`config.mk`:
```
export PLATFORM = sky130hd
export DESIGN_NAME = lcd_init_top
export DESIGN_NICKNAME = d
export VERILOG_FILES = /design/src/logic/lcd_pkg.sv /design/src/logic/lcd_wr_if.sv /design/src/logic/lcd_init_rom.sv /design/src/logic/lcd_delay_timer.sv /design/src/logic/lcd_bus_writer.sv /design/src/logic/lcd_init_seq.sv /design/src/logic/lcd_init_top.sv
export SDC_FILE = /design/constraint.sdc
export NUM_CORES = 1
export LEC_CHECK = 0
export ABC_AREA = 1
export BUFFER_PORTS_ARGS = -buffer_cell sky130_fd_sc_hd__buf_2
export CAP_MARGIN = 20
export CORE_MARGIN = 2
export CORE_UTILIZATION = 50
export CTS_CLUSTER_DIAMETER = 100
export DETAILED_ROUTE_END_ITERATION = 7
export GPL_ROUTABILITY_DRIVEN = 0
export PLACE_DENSITY = 0.73
export SYNTH_ARGS = -nofsm -noshare
export SYNTH_HDL_FRONTEND = slang
export SYNTH_HIERARCHICAL = 1
export SYNTH_SLANG_ARGS = --single-unit
```
`constraint.sdc`:
```
create_clock -name pclk -period 3.8 [get_ports pclk]
set_input_delay 1.14 -clock pclk [delete_from_list [all_inputs] [get_ports pclk]]
set_output_delay 1.14 -clock pclk [all_outputs]
set_load 0.1 [all_outputs]
```
`src/lcd_init.mem`:
```
// init table for the LCD power-up sequence, one 17-bit entry per line
// bit 16 = rs (1 = parameter, 0 = command), bits 15:0 = bus word
00001
000CB
10039
1002C
10000
10034
10002
000CF
10000
100C1
10030
00011
0003A
10055
00036
10048
000C0
10023
000C1
10010
000C5
1003E
10028
00029

```
`src/logic/lcd_pkg.sv`:
```
package lcd_pkg;

    typedef logic [15:0] lcd_word_t;

    // one table entry, rs in the top bit of the 17-bit word
    typedef struct packed {
        logic      rs; // 1 = parameter/data, 0 = command
        lcd_word_t data;
    } init_entry_t;

    localparam int    INIT_LEN  = 24;
    localparam int    INIT_AW   = 5;
    localparam string INIT_FILE = "/design/src/lcd_init.mem";

    localparam int DELAY_INDEX  = 11;  // sleep-out command
    localparam int DELAY_CYCLES = 200; // short pause for simulation

    localparam int WR_LOW_CYCLES  = 2;
    localparam int WR_HIGH_CYCLES = 2;

    typedef enum logic [2:0] {
        IDLE,
        FETCH,
        ISSUE,
        WAIT_ACK,
        PAUSE,
        DONE
    } seq_state_t;

endpackage

```
`src/logic/lcd_wr_if.sv`:
```
`timescale 1ns/1ps

interface lcd_wr_if;
    import lcd_pkg::*;

    logic        start; // one-cycle request
    init_entry_t entry; // stable from start until done
    logic        done;  // one-cycle completion
    logic        busy;

    modport master (
        output start,
        output entry,
        input  done,
        input  busy
    );

    modport slave (
        input  start,
        input  entry,
        output done,
        output busy
    );

endinterface

```
`src/logic/lcd_init_rom.sv`:
```
`timescale 1ns/1ps

module lcd_init_rom (
    input  logic                        pclk,
    input  logic                        rd_en,
    input  logic [lcd_pkg::INIT_AW-1:0] addr,
    output lcd_pkg::init_entry_t        rd_entry
);
    import lcd_pkg::*;

    logic [$bits(init_entry_t)-1:0] rom_mem [INIT_LEN];

    initial begin
        $readmemh(INIT_FILE, rom_mem);
    end

    always_ff @(posedge pclk) begin
        if (rd_en) begin
            rd_entry <= rom_mem[addr]; // one cycle read latency
        end
    end

    // the sequencer must never walk past the table
    rom_addr_in_range: assert property (
        @(posedge pclk) rd_en |-> (addr < INIT_AW'(INIT_LEN))
    );

endmodule

```
`src/logic/lcd_delay_timer.sv`:
```
`timescale 1ns/1ps

module lcd_delay_timer (
    input  logic pclk,
    input  logic rst_n,
    input  logic load,
    output logic expired
);
    import lcd_pkg::*;

    logic [$clog2(DELAY_CYCLES + 1)-1:0] count;

    always_ff @(posedge pclk) begin
        if (!rst_n) begin
            count   <= '0;
            expired <= 1'b0;
        end else begin
            expired <= 1'b0;
            if (load) begin
                count <= $bits(count)'(DELAY_CYCLES);
            end else if (count != '0) begin
                count <= count - 1'b1;
                if (count == $bits(count)'(1)) begin
                    expired <= 1'b1; // single pulse, then idle at zero
                end
            end
        end
    end

    // a reload mid-count would silently stretch the pause
    no_load_while_running: assert property (
        @(posedge pclk) disable iff (!rst_n) load |-> (count == '0)
    );

endmodule

```
`src/logic/lcd_bus_writer.sv`:
```
`timescale 1ns/1ps

module lcd_bus_writer (
    input  logic               pclk,
    input  logic               rst_n,
    lcd_wr_if.slave            wr,
    output logic               lcd_cs_n,
    output logic               lcd_rs,
    output logic               lcd_wr_n,
    output lcd_pkg::lcd_word_t lcd_db
);
    import lcd_pkg::*;

    logic [$clog2(WR_LOW_CYCLES + WR_HIGH_CYCLES)-1:0] phase;

    always_ff @(posedge pclk) begin
        if (!rst_n) begin
            wr.busy  <= 1'b0;
            wr.done  <= 1'b0;
            lcd_cs_n <= 1'b1;
            lcd_wr_n <= 1'b1;
            lcd_rs   <= 1'b0;
            lcd_db   <= '0;
            phase    <= '0;
        end else begin
            wr.done <= 1'b0;
            if (wr.start) begin
                wr.busy  <= 1'b1;
                lcd_cs_n <= 1'b0;
                lcd_wr_n <= 1'b0;
                lcd_rs   <= wr.entry.rs;
                lcd_db   <= wr.entry.data;
                phase    <= '0;
            end else if (wr.busy) begin
                phase <= phase + 1'b1;
                if (phase == $bits(phase)'(WR_LOW_CYCLES - 1)) begin
                    lcd_wr_n <= 1'b1; // panel latches on this rising edge
                end
                // done lands in the last cs_n low cycle
                if (phase == $bits(phase)'(WR_LOW_CYCLES + WR_HIGH_CYCLES - 2)) begin
                    wr.done <= 1'b1;
                    wr.busy <= 1'b0;
                end
            end else begin
                lcd_cs_n <= 1'b1; // rs and db keep the last value
            end
        end
    end

    // requester has to wait for the running cycle to finish
    no_start_while_busy: assert property (
        @(posedge pclk) disable iff (!rst_n) wr.start |-> !wr.busy
    );

endmodule

```
`src/logic/lcd_init_seq.sv`:
```
`timescale 1ns/1ps

module lcd_init_seq (
    input  logic                        pclk,
    input  logic                        rst_n,
    lcd_wr_if.master                    wr,
    output logic                        rom_rd_en,
    output logic [lcd_pkg::INIT_AW-1:0] rom_addr,
    input  lcd_pkg::init_entry_t        rom_entry,
    output logic                        delay_load,
    input  logic                        delay_expired,
    output logic                        init_busy,
    output logic                        init_done
);
    import lcd_pkg::*;

    seq_state_t         state;
    logic [INIT_AW-1:0] addr;
    logic               last_entry;
    logic               at_delay;

    assign last_entry = (addr == INIT_AW'(INIT_LEN - 1));
    assign at_delay   = (addr == INIT_AW'(DELAY_INDEX));

    assign rom_rd_en  = (state == FETCH);
    assign rom_addr   = addr;
    assign wr.start   = (state == ISSUE);
    assign wr.entry   = rom_entry; // rom output holds until the next fetch
    assign delay_load = (state == WAIT_ACK) && wr.done && at_delay;

    always_ff @(posedge pclk) begin
        if (!rst_n) begin
            state     <= IDLE;
            addr      <= '0;
            init_busy <= 1'b1;
            init_done <= 1'b0;
        end else begin
            case (state)
                IDLE: begin
                    addr  <= '0;
                    state <= FETCH;
                end
                FETCH: begin
                    state <= ISSUE;
                end
                ISSUE: begin
                    state <= WAIT_ACK;
                end
                WAIT_ACK: begin
                    if (wr.done) begin
                        if (at_delay) begin
                            state <= PAUSE; // timer loaded by delay_load
                        end else if (last_entry) begin
                            state     <= DONE;
                            init_busy <= 1'b0;
                            init_done <= 1'b1;
                        end else begin
                            addr  <= addr + 1'b1;
                            state <= FETCH;
                        end
                    end
                end
                PAUSE: begin
                    if (delay_expired) begin
                        addr  <= addr + 1'b1;
                        state <= FETCH;
                    end
                end
                DONE: begin
                    init_busy <= 1'b0; // parked until the next reset
                    init_done <= 1'b1;
                end
                default: begin
                    state <= IDLE;
                end
            endcase
        end
    end

    // finished flag excludes busy and never drops again
    done_is_final: assert property (
        @(posedge pclk) disable iff (!rst_n) init_done |-> !init_busy ##1 init_done
    );

endmodule

```
`src/logic/lcd_init_top.sv`:
```
`timescale 1ns/1ps

module lcd_init_top (
    input  logic               pclk,
    input  logic               rst_n,
    output logic               lcd_cs_n,
    output logic               lcd_rs,
    output logic               lcd_wr_n,
    output lcd_pkg::lcd_word_t lcd_db,
    output logic               init_busy,
    output logic               init_done
);
    import lcd_pkg::*;

    logic               rom_rd_en;
    logic [INIT_AW-1:0] rom_addr;
    init_entry_t        rom_entry;
    logic               delay_load;
    logic               delay_expired;

    lcd_wr_if wr_bus ();

    lcd_init_seq lcd_init_seq_inst (
        .pclk          (pclk),
        .rst_n         (rst_n),
        .wr            (wr_bus.master),
        .rom_rd_en     (rom_rd_en),
        .rom_addr      (rom_addr),
        .rom_entry     (rom_entry),
        .delay_load    (delay_load),
        .delay_expired (delay_expired),
        .init_busy     (init_busy),
        .init_done     (init_done)
    );

    lcd_init_rom lcd_init_rom_inst (
        .pclk     (pclk),
        .rd_en    (rom_rd_en),
        .addr     (rom_addr),
        .rd_entry (rom_entry)
    );

    lcd_delay_timer lcd_delay_timer_inst (
        .pclk    (pclk),
        .rst_n   (rst_n),
        .load    (delay_load),
        .expired (delay_expired)
    );

    lcd_bus_writer lcd_bus_writer_inst (
        .pclk     (pclk),
        .rst_n    (rst_n),
        .wr       (wr_bus.slave),
        .lcd_cs_n (lcd_cs_n),
        .lcd_rs   (lcd_rs),
        .lcd_wr_n (lcd_wr_n),
        .lcd_db   (lcd_db)
    );

endmodule

```
==> results of run 1 <==
-- metrics by stage --
| step | instance area (sq um) | worst slack, ps | hold slack (ps) | utilization | cells |
|---|---|---|---|---|---|
| finish | 2325 | 1585 | 448.5 | 0.5303 | 373 |
| global route | 2325 | 1538 | 464.8 | 0.5303 | 373 |
| CTS | 2325 | 1574 | 451.2 | 0.5303 | 373 |
| detailed placement | 2226 | 1518 | 439.0 | 0.5077 | 365 |
| global placement | 2226 | 1593 | 440.9 | 0.5077 | 365 |
| floorplan | 2360 | 1718 | 467.2 | - | 331 |
-- worst min-delay path, cell delays in order, from the launching register on --
cell and delay [ps]:
dfxtp_1 310, inv_1 40, a21oi_1 50
-- synthesized netlist by cell type --
library cell | n | area share
nor2_4 | 5 | 0.024
bufinv_8 | 1 | 0.0076
nand3_1 | 14 | 0.030
buf_4 | 34 | 0.11
o21ai_2 | 2 | 0.0076
xor2_1 | 2 | 0.0076
inv_1 | 28 | 0.046
nand2_1 | 49 | 0.080
nand4_1 | 4 | 0.011
clkbuf_2 | 1 | 0.0022
nand2_2 | 7 | 0.019
nor2_1 | 69 | 0.11
nand3_4 | 1 | 0.0076
nor3_1 | 1 | 0.0022
a31oi_1 | 1 | 0.0027
inv_2 | 4 | 0.0065
conb_1 | 1 | 0.0016
buf_6 | 4 | 0.020
nand2_4 | 2 | 0.0098
nor3_2 | 1 | 0.0044
a21boi_1 | 1 | 0.0033
a21oi_2 | 3 | 0.011
clkbuf_1 | 1 | 0.0016
o21ai_0 | 16 | 0.035
ha_1 | 6 | 0.033
nand3_2 | 2 | 0.0087
a21oi_1 | 6 | 0.013
o21ai_1 | 4 | 0.0087
dfxtp_1 | 42 | 0.37
clkinv_2 | 1 | 0.0022
inv_4 | 1 | 0.0027
clkinv_1 | 1 | 0.0016
-- area by class of cell --
cell class / instances / area [sq um] / area share
Clock inverter: 2 / 16.27 / 0.006997
Sequential cell: 42 / 840.8 / 0.3617
Inverter: 36 / 152.6 / 0.06566
Multi-Input combinational cell: 213 / 1057 / 0.4548
Timing Repair Buffer: 22 / 110.1 / 0.04736
Clock buffer: 6 / 82.58 / 0.03552
Tap cell: 52 / 65.06 / 0.02799
-- metal layers --
metal	up-vias	GRT usage	share of wire
li1	931	-	-
met1	780	0.1919	0.48
met2	24	0.2613	0.47
met3	2	0.04079	0.037
met4	0	0.05031	0.0069
met5	-	0	0
-- state kept, by name, summed over array words and instances, names as in the netlist --
signal	flops
lcd_bus_writer_inst/lcd_db	16
lcd_delay_timer_inst/count	8
lcd_init_seq_inst/rom_addr	5
lcd_init_seq_inst/state	3
lcd_bus_writer_inst/phase	2
lcd_bus_writer_inst/lcd_cs_n	1
lcd_bus_writer_inst/lcd_rs	1
lcd_bus_writer_inst/lcd_wr_n	1
lcd_bus_writer_inst/wr.busy	1
lcd_bus_writer_inst/wr.done	1
lcd_delay_timer_inst/expired	1
lcd_init_seq_inst/init_busy	1
lcd_init_seq_inst/init_done	1
-- cell families (layout without fill, tap and decap cells) --
family | Yosys count | count (layout) | synth area share
and+or+nand+nor | 155 | 155 | 0.3101
buffers and inverters | 76 | 66 | 0.2008
other | 1 | 17 | 0.001631
adders and majority gates | 6 | 6 | 0.03264
xor gates and xnor gates | 2 | 2 | 0.007618
DFF | 42 | 42 | 0.3656
AOI/OAI and AO/OA | 33 | 33 | 0.08162
-- how the worst min path moves through the flow --
| stage | startpoint | endpoint | slack, ps | cells after the start |
|---|---|---|---|---|
| after floorplan | lcd_bus_writer_inst/phase[1] | lcd_bus_writer_inst/phase[1] | 470 | 2 |
| after global placement | lcd_init_seq_inst/init_done | lcd_init_seq_inst/init_done | 440 | 2 |
| after detailed placement | lcd_init_seq_inst/init_done | lcd_init_seq_inst/init_done | 440 | 2 |
| after CTS | lcd_init_seq_inst/init_done | lcd_init_seq_inst/init_done | 450 | 2 |
| after global routing | lcd_init_seq_inst/init_done | lcd_init_seq_inst/init_done | 460 | 2 |
| final | lcd_init_seq_inst/init_done | lcd_init_seq_inst/init_done | 450 | 2 |
==> results.md, run 1 <==
* Mapped Area at 2300 sq um
* Final setup vio count at 0
* Clk_lat worst skew at 290 ps
* Reg-to-Reg End: lcd_bus_writer_inst/wr.done
* Synth warn at 6
* Status: finished clean
* Worst-margin pin slew at 521.3 ps
* Buffer count from post-CTS setup fixing at 0
* CTS Buffer Depth at 2
* Residual DRC at 0
* Worst R2R Setup Slack at 2100 ps
* CP Depth at 1
* FF+latch count, synth at 42
* GRT Residual Overflow at 0
* CTS tree: done
* Root Driver: clkbuf_8
* CP startpoint kind: flop
* Commonest non-fill, non-tap cell in the layout: nor2_1
* Max-cap violations at 0
* WS Path Type: flop to output pin
* Cell Chain, Critical Path: buf_2
* Die area at 5158 sq um
* Share of cells above drive strength 1 at 0.1869
* Syn-to-layout area delta at 1.088%
* WP data arrival at 1080 ps
* Worst hold path type: flop to flop
* Mean Syn Cell Area at 7.301 sq um
* Antenna violations before repair at 0
* Cts hold-fix bufs at 0
* GR Util All Layers at 0.1546
* Drt wl/cell at 9.689 um
* H-tree Lvls at 2
* R2R cell count at 6
* RSZ-0062 raised after global routing: false
* Crit path required time at 2660 ps
* Layout Nets at 328
* Total Wirelength at 3614 um
* Sequential area share after synthesis at 0.3656
* Iteration count of the initial detailed-routing pass at 4
* PostCTS Resize Cnt at 0
* Core area at 4384 sq um
* Total negative slack at 0 ps
* Mapped Cells at 315
* Minimum clock period at 2215 ps
* Crit. End Element: output pin
* Clk slew on worst S/H paths at 80 ps
* Row Count at 24
* Fin crit share at 0.5830
* Via density at 4.657
* CP peak stage delay at 430 ps
* Worst reg2reg path startpoint: lcd_init_seq_inst/state[2]
* DP HPWL at 2600 um
* IO buf count at 22
* Fillers at 427
* Die height at 71.82 um
* Die X at 71.82 um
* Critical path's slowest cell: buf_2
* Final Hold Fails at 0
* Slew HR at 0.6521
* Distinct cell type count after synthesis at 32
* CTS Buf Count at 5
* Critical path's top delay family: buffers and inverters
* I/O pins at 23
* ANT cells at 0
* Clock sink count at 42
* First-pass GRT wire length at 6430 um
* DRT iter0 DRCs at 83
* WP buf/inv at 1
* Critical Path Fanout Max at 2
* Critical Path Source: lcd_bus_writer_inst/lcd_cs_n
* Post-route ant nets at 0
* Largest net degree at the start of global routing at 32
* Most frequent cells in the layout: nor2_1 (69), nand2_1 (49), dfxtp_1 (42)
* DR vias at 1737
* Clock Skews at 5.274 ps
* Final Max Tran Viols at 0
* Starting Density at 0.5245
* Critical path endpoint: lcd_cs_n
* F_max at 0.4514 GHz
* Vias in the first global route at 1572
Power of run 1 is not shown: default switching activity piles up to over one toggle a cycle in this logic, so the estimate is an artifact.
==> run 2: changes to the inputs <==
Settings changed: PLACE_DENSITY 0.73 to 0.76.
Clock period 3.8 ns to 1.87 ns, I/O delays scaled along.
==> results.md, run 2 (same netlist as run 1, synthesis figures left out) <==
* PostCTS Resize Cnt at 0 (unchanged)
* DR vias at 1708 (-1.7%)
* Critical path's top delay family: buffers and inverters
* GRT Residual Overflow at 0 (unchanged)
* First-pass GRT wire length at 6672 um (+3.8%)
* I/O pins at 23 (unchanged)
* CTS Buf Count at 5 (unchanged)
* Total negative slack at 0 ps (unchanged)
* Vias in the first global route at 1600 (+1.8%)
* Dpl ws at 386.8 ps (-1131 ps)
* CP peak stage delay at 430 ps (about the same)
* Max reg flops at 16 (unchanged)
* IO buf count at 22 (unchanged)
* Layout Nets at 330 (+0.61%)
* Most frequent cells in the layout: nor2_1 (69), nand2_1 (49), dfxtp_1 (42)
* Post-route ant nets at 0 (unchanged)
* Status: finished clean
* ANT cells at 0 (unchanged)
* CTS tree: done
* Die area at 5158 sq um (unchanged)
* Total Wirelength at 3668 um (+1.5%)
* Root Driver: clkbuf_8
* Final setup vio count at 0 (unchanged)
* Hold_sp: lcd_init_seq_inst/init_done
* F_max at 0.6090 GHz
* Via density at 4.555 (-2.2%)
* Fin util at 0.5362 (+0.005993)
* Hold-critical path depth at 2 (unchanged)
* R2R cell count at 8 (+2)
* Critical path's slowest cell: buf_2
* H-tree Lvls at 2 (unchanged)
* Crit. End Element: output pin
* CTS Buffer Depth at 2 (unchanged)
* Clk_lat worst skew at 300 ps (about the same)
* Cell Chain, Critical Path: buf_2
* DRT iter0 DRCs at 82 (-1.2%)
* Final Hold Fails at 0 (unchanged)
* Iteration count of the initial detailed-routing pass at 4 (unchanged)
* Crit path required time at 1310 ps (-1350 ps)
* WP buf/inv at 1 (unchanged)
* Syn-to-layout area delta at 2.230%
* Share of cells above drive strength 1 at 0.1889 (+0.001939)
* Fin crit share at 0.8780
* Core area at 4384 sq um (unchanged)
* Die X at 71.82 um (unchanged)
* Antenna violations before repair at 0 (unchanged)
* Clock Skews at 5.360 ps (+0.08541 ps)
* Clk slew on worst S/H paths at 80 ps (about the same)
* Starting Density at 0.5245 (unchanged)
* Biggest register: lcd_bus_writer_inst/lcd_db
* Worst hold path type: flop to flop
* Residual DRC at 0 (unchanged)
* Worst reg2reg path startpoint: lcd_init_seq_inst/rom_addr[0]
* Min setup slack post-route at 228.1 ps (-1357 ps)
* GR Util All Layers at 0.1633 (+0.008692)
* Max-cap violations at 0 (unchanged)
* Minimum clock period at 1642 ps
* Worst R2R Setup Slack at 370 ps (-1730 ps)
* Row Count at 24 (unchanged)
* Buffer count from post-CTS setup fixing at 0 (unchanged)
* Largest net degree at the start of global routing at 23 (-28%)
* Critical Path Fanout Max at 2 (unchanged)
* Drt wl/cell at 9.781 um (+0.95%)
* Reg-to-Reg End: lcd_delay_timer_inst/count[2]
* Commonest non-fill, non-tap cell in the layout: nor2_1
* Final Max Tran Viols at 0 (unchanged)
* DP HPWL at 2711 um (+4.3%)
* Die height at 71.82 um (unchanged)
* WS Path Type: flop to output pin
* Worst hold path endpoint: lcd_init_seq_inst/init_done
* RSZ-0062 raised after global routing: false
* Cts hold-fix bufs at 0 (unchanged)
* CP startpoint kind: flop
* Clock sink count at 42 (unchanged)
* WP data arrival at 1080 ps (about the same)
==> run 2: worst max-delay path by stage <==
stage	slack, ps	from	to	cells after the start
floorplan	370	lcd_bus_writer_inst/lcd_cs_n	lcd_cs_n	0
global placement	450	lcd_init_seq_inst/rom_addr[0]	lcd_delay_timer_inst/count[5]	8
detailed placement	390	lcd_init_seq_inst/rom_addr[0]	lcd_delay_timer_inst/count[2]	8
CTS	210	lcd_bus_writer_inst/lcd_cs_n	lcd_cs_n	1
global route	170	lcd_bus_writer_inst/lcd_cs_n	lcd_cs_n	1
finish	230	lcd_bus_writer_inst/lcd_cs_n	lcd_cs_n	1
==> run 2: area by class of cell <==
type | instances | area [sq um]
clock buffer | 6 | 72.57
clock inverter | 2 | 37.54
fill | 407 | 2033
inverter | 36 | 152.6
multi-input combinational | 213 | 1057
sequential | 42 | 840.8
tap | 52 | 65.06
timing repair buffer | 24 | 125.1
==> run 2: worst register-to-register path, stage by stage (launching register included) <==
cell and delay [ps]:
dfxtp_1 380, ha_1 210, inv_1 50, nor2_1 140, nand3_2 160, nor2_1 150, nor2_1 90, nand2_1 140
nor2_1 60
==> run 2: stage by stage <==
| step | hold WS, ps | instances | instance area (sq um) |
|---|---|---|---|
| after CTS | 448.1 | 375 | 2351 |
| after global placement | 433.3 | 367 | 2241 |
| after floorplan | 467.2 | 331 | 2360 |
| final | 445.1 | 375 | 2351 |
| after detailed placement | 435.6 | 367 | 2241 |
| after global routing | 476.4 | 375 | 2351 |
==> run 2: routing by layer <==
metal	vias to the layer above	global-route usage	part of all wire
li1	937	-	-
met1	736	0.2011	0.49
met2	28	0.2634	0.45
met3	7	0.04641	0.040
met4	0	0.07757	0.019
met5	-	0	0
Power of run 2 is left out for the same reason.
==> run 3: changes to the inputs <==
Settings changed: MAX_ROUTING_LAYER from default to met4.
==> results.md, run 3 (same netlist as run 1, synthesis figures left out) <==
* Share of cells above drive strength 1 at 0.1889 (unchanged)
* WS Path Type: flop to output pin
* Starting Density at 0.5245 (unchanged)
* Post-route ant nets at 0 (unchanged)
* ANT cells at 0 (unchanged)
* Clock sink count at 42 (unchanged)
* Antenna violations before repair at 0 (unchanged)
* WP data arrival at 1080 ps (about the same)
* CP startpoint kind: flop
* Total Wirelength at 3667 um (about the same)
* Row Count at 24 (unchanged)
* Vias in the first global route at 1596 (-0.25%)
* PostCTS Resize Cnt at 0 (unchanged)
* Core area at 4384 sq um (unchanged)
* Most frequent cells in the layout: nor2_1 (69), nand2_1 (49), dfxtp_1 (42)
* Via density at 4.581 (+0.59%)
* Clk_lat worst skew at 300 ps (about the same)
* H-tree Lvls at 2 (unchanged)
* Min setup slack post-route at 228.1 ps (-0.02800 ps)
* Critical path's slowest cell: buf_2
* Commonest non-fill, non-tap cell in the layout: nor2_1
* DRT iter0 DRCs at 78 (-4.9%)
* Die area at 5158 sq um (unchanged)
* Residual DRC at 0 (unchanged)
* RSZ-0062 raised after global routing: false
* Fin util at 0.5362 (unchanged)
* Total negative slack at 0 ps (unchanged)
* Largest net degree at the start of global routing at 23 (unchanged)
* Max-cap violations at 0 (unchanged)
* GR Util All Layers at 0.1685 (+0.005205)
* Cts hold-fix bufs at 0 (unchanged)
* CP peak stage delay at 430 ps (about the same)
* Die X at 71.82 um (unchanged)
* Final Hold Fails at 0 (unchanged)
* Clock Skews at 5.356 ps (-0.003450 ps)
* Cell Chain, Critical Path: buf_2
* GRT Residual Overflow at 0 (unchanged)
* Layout Nets at 330 (unchanged)
* F_max at 0.6090 GHz (about the same)
* Crit path required time at 1310 ps (about the same)
* Die height at 71.82 um (unchanged)
* Final setup vio count at 0 (unchanged)
* First-pass GRT wire length at 6686 um (+0.21%)
* IO buf count at 22 (unchanged)
* Final Max Tran Viols at 0 (unchanged)
* Final Cell Area at 2351 sq um (unchanged)
* Max reg flops at 16 (unchanged)
* CTS Buffer Depth at 2 (unchanged)
* Root Driver: clkbuf_8
* Fin crit share at 0.8780 (about the same)
* WP buf/inv at 1 (unchanged)
* Worst hold path type: flop to flop
* Crit. End Element: output pin
* Clk slew on worst S/H paths at 80 ps (about the same)
* Iteration count of the initial detailed-routing pass at 4 (unchanged)
* Dpl ws at 386.8 ps (unchanged)
* Status: finished clean
* CTS Buf Count at 5 (unchanged)
* CTS tree: done
* DR vias at 1718 (+0.59%)
* Syn-to-layout area delta at 2.230% (unchanged)
* I/O pins at 23 (unchanged)
* DP HPWL at 2711 um (unchanged)
* Buffer count from post-CTS setup fixing at 0 (unchanged)
* DP Area at 2241 sq um (unchanged)
* Biggest register: lcd_bus_writer_inst/lcd_db
* Minimum clock period at 1642 ps (+0.02800 ps)
* Critical Path Fanout Max at 2 (unchanged)
* Drt wl/cell at 9.779 um (about the same)
* Critical path's top delay family: buffers and inverters
[run 3: routing by layer]
metal,share of wire,global-route usage
met5,0,-
met4,0.019,0.07757
met3,0.039,0.04641
met2,0.45,0.2634
met1,0.49,0.2019
[run 3: worst paths after layout]
kind / from / to / slack [ps] / cells after the start
worst max-delay path: lcd_bus_writer_inst/lcd_cs_n / lcd_cs_n / 230 / 1
worst min-delay path: lcd_init_seq_inst/init_done / lcd_init_seq_inst/init_done / 450 / 2
worst max register to register: lcd_init_seq_inst/rom_addr[0] / lcd_delay_timer_inst/count[2] / 370 / 8
worst min register to register: lcd_init_seq_inst/init_done / lcd_init_seq_inst/init_done / 450 / 2
[run 3: worst min-delay path, cell delays in order, from the launching register on]
cell and delay [ps]:
dfxtp_1 310, inv_1 40, a21oi_1 50
[run 3: per-stage QoR]
| stage | hold slack [ps] | std cells |
|---|---|---|
| finish | 445.4 | 375 |
| CTS | 448.1 | 375 |
| global route | 476.4 | 375 |
| detailed placement | 435.6 | 367 |
| floorplan | 467.2 | 331 |
| global placement | 433.3 | 367 |
[run 3: area by class of cell]
| type | count | area [sq um] |
|---|---|---|
| Clock buffer | 6 | 72.57 |
| Fill cell | 407 | 2033 |
| Tap cell | 52 | 65.06 |
| Inverter | 36 | 152.6 |
| Sequential cell | 42 | 840.8 |
| Timing Repair Buffer | 24 | 125.1 |
| Multi-Input combinational cell | 213 | 1057 |
| Clock inverter | 2 | 37.54 |
Power of run 3 is left out for the same reason.
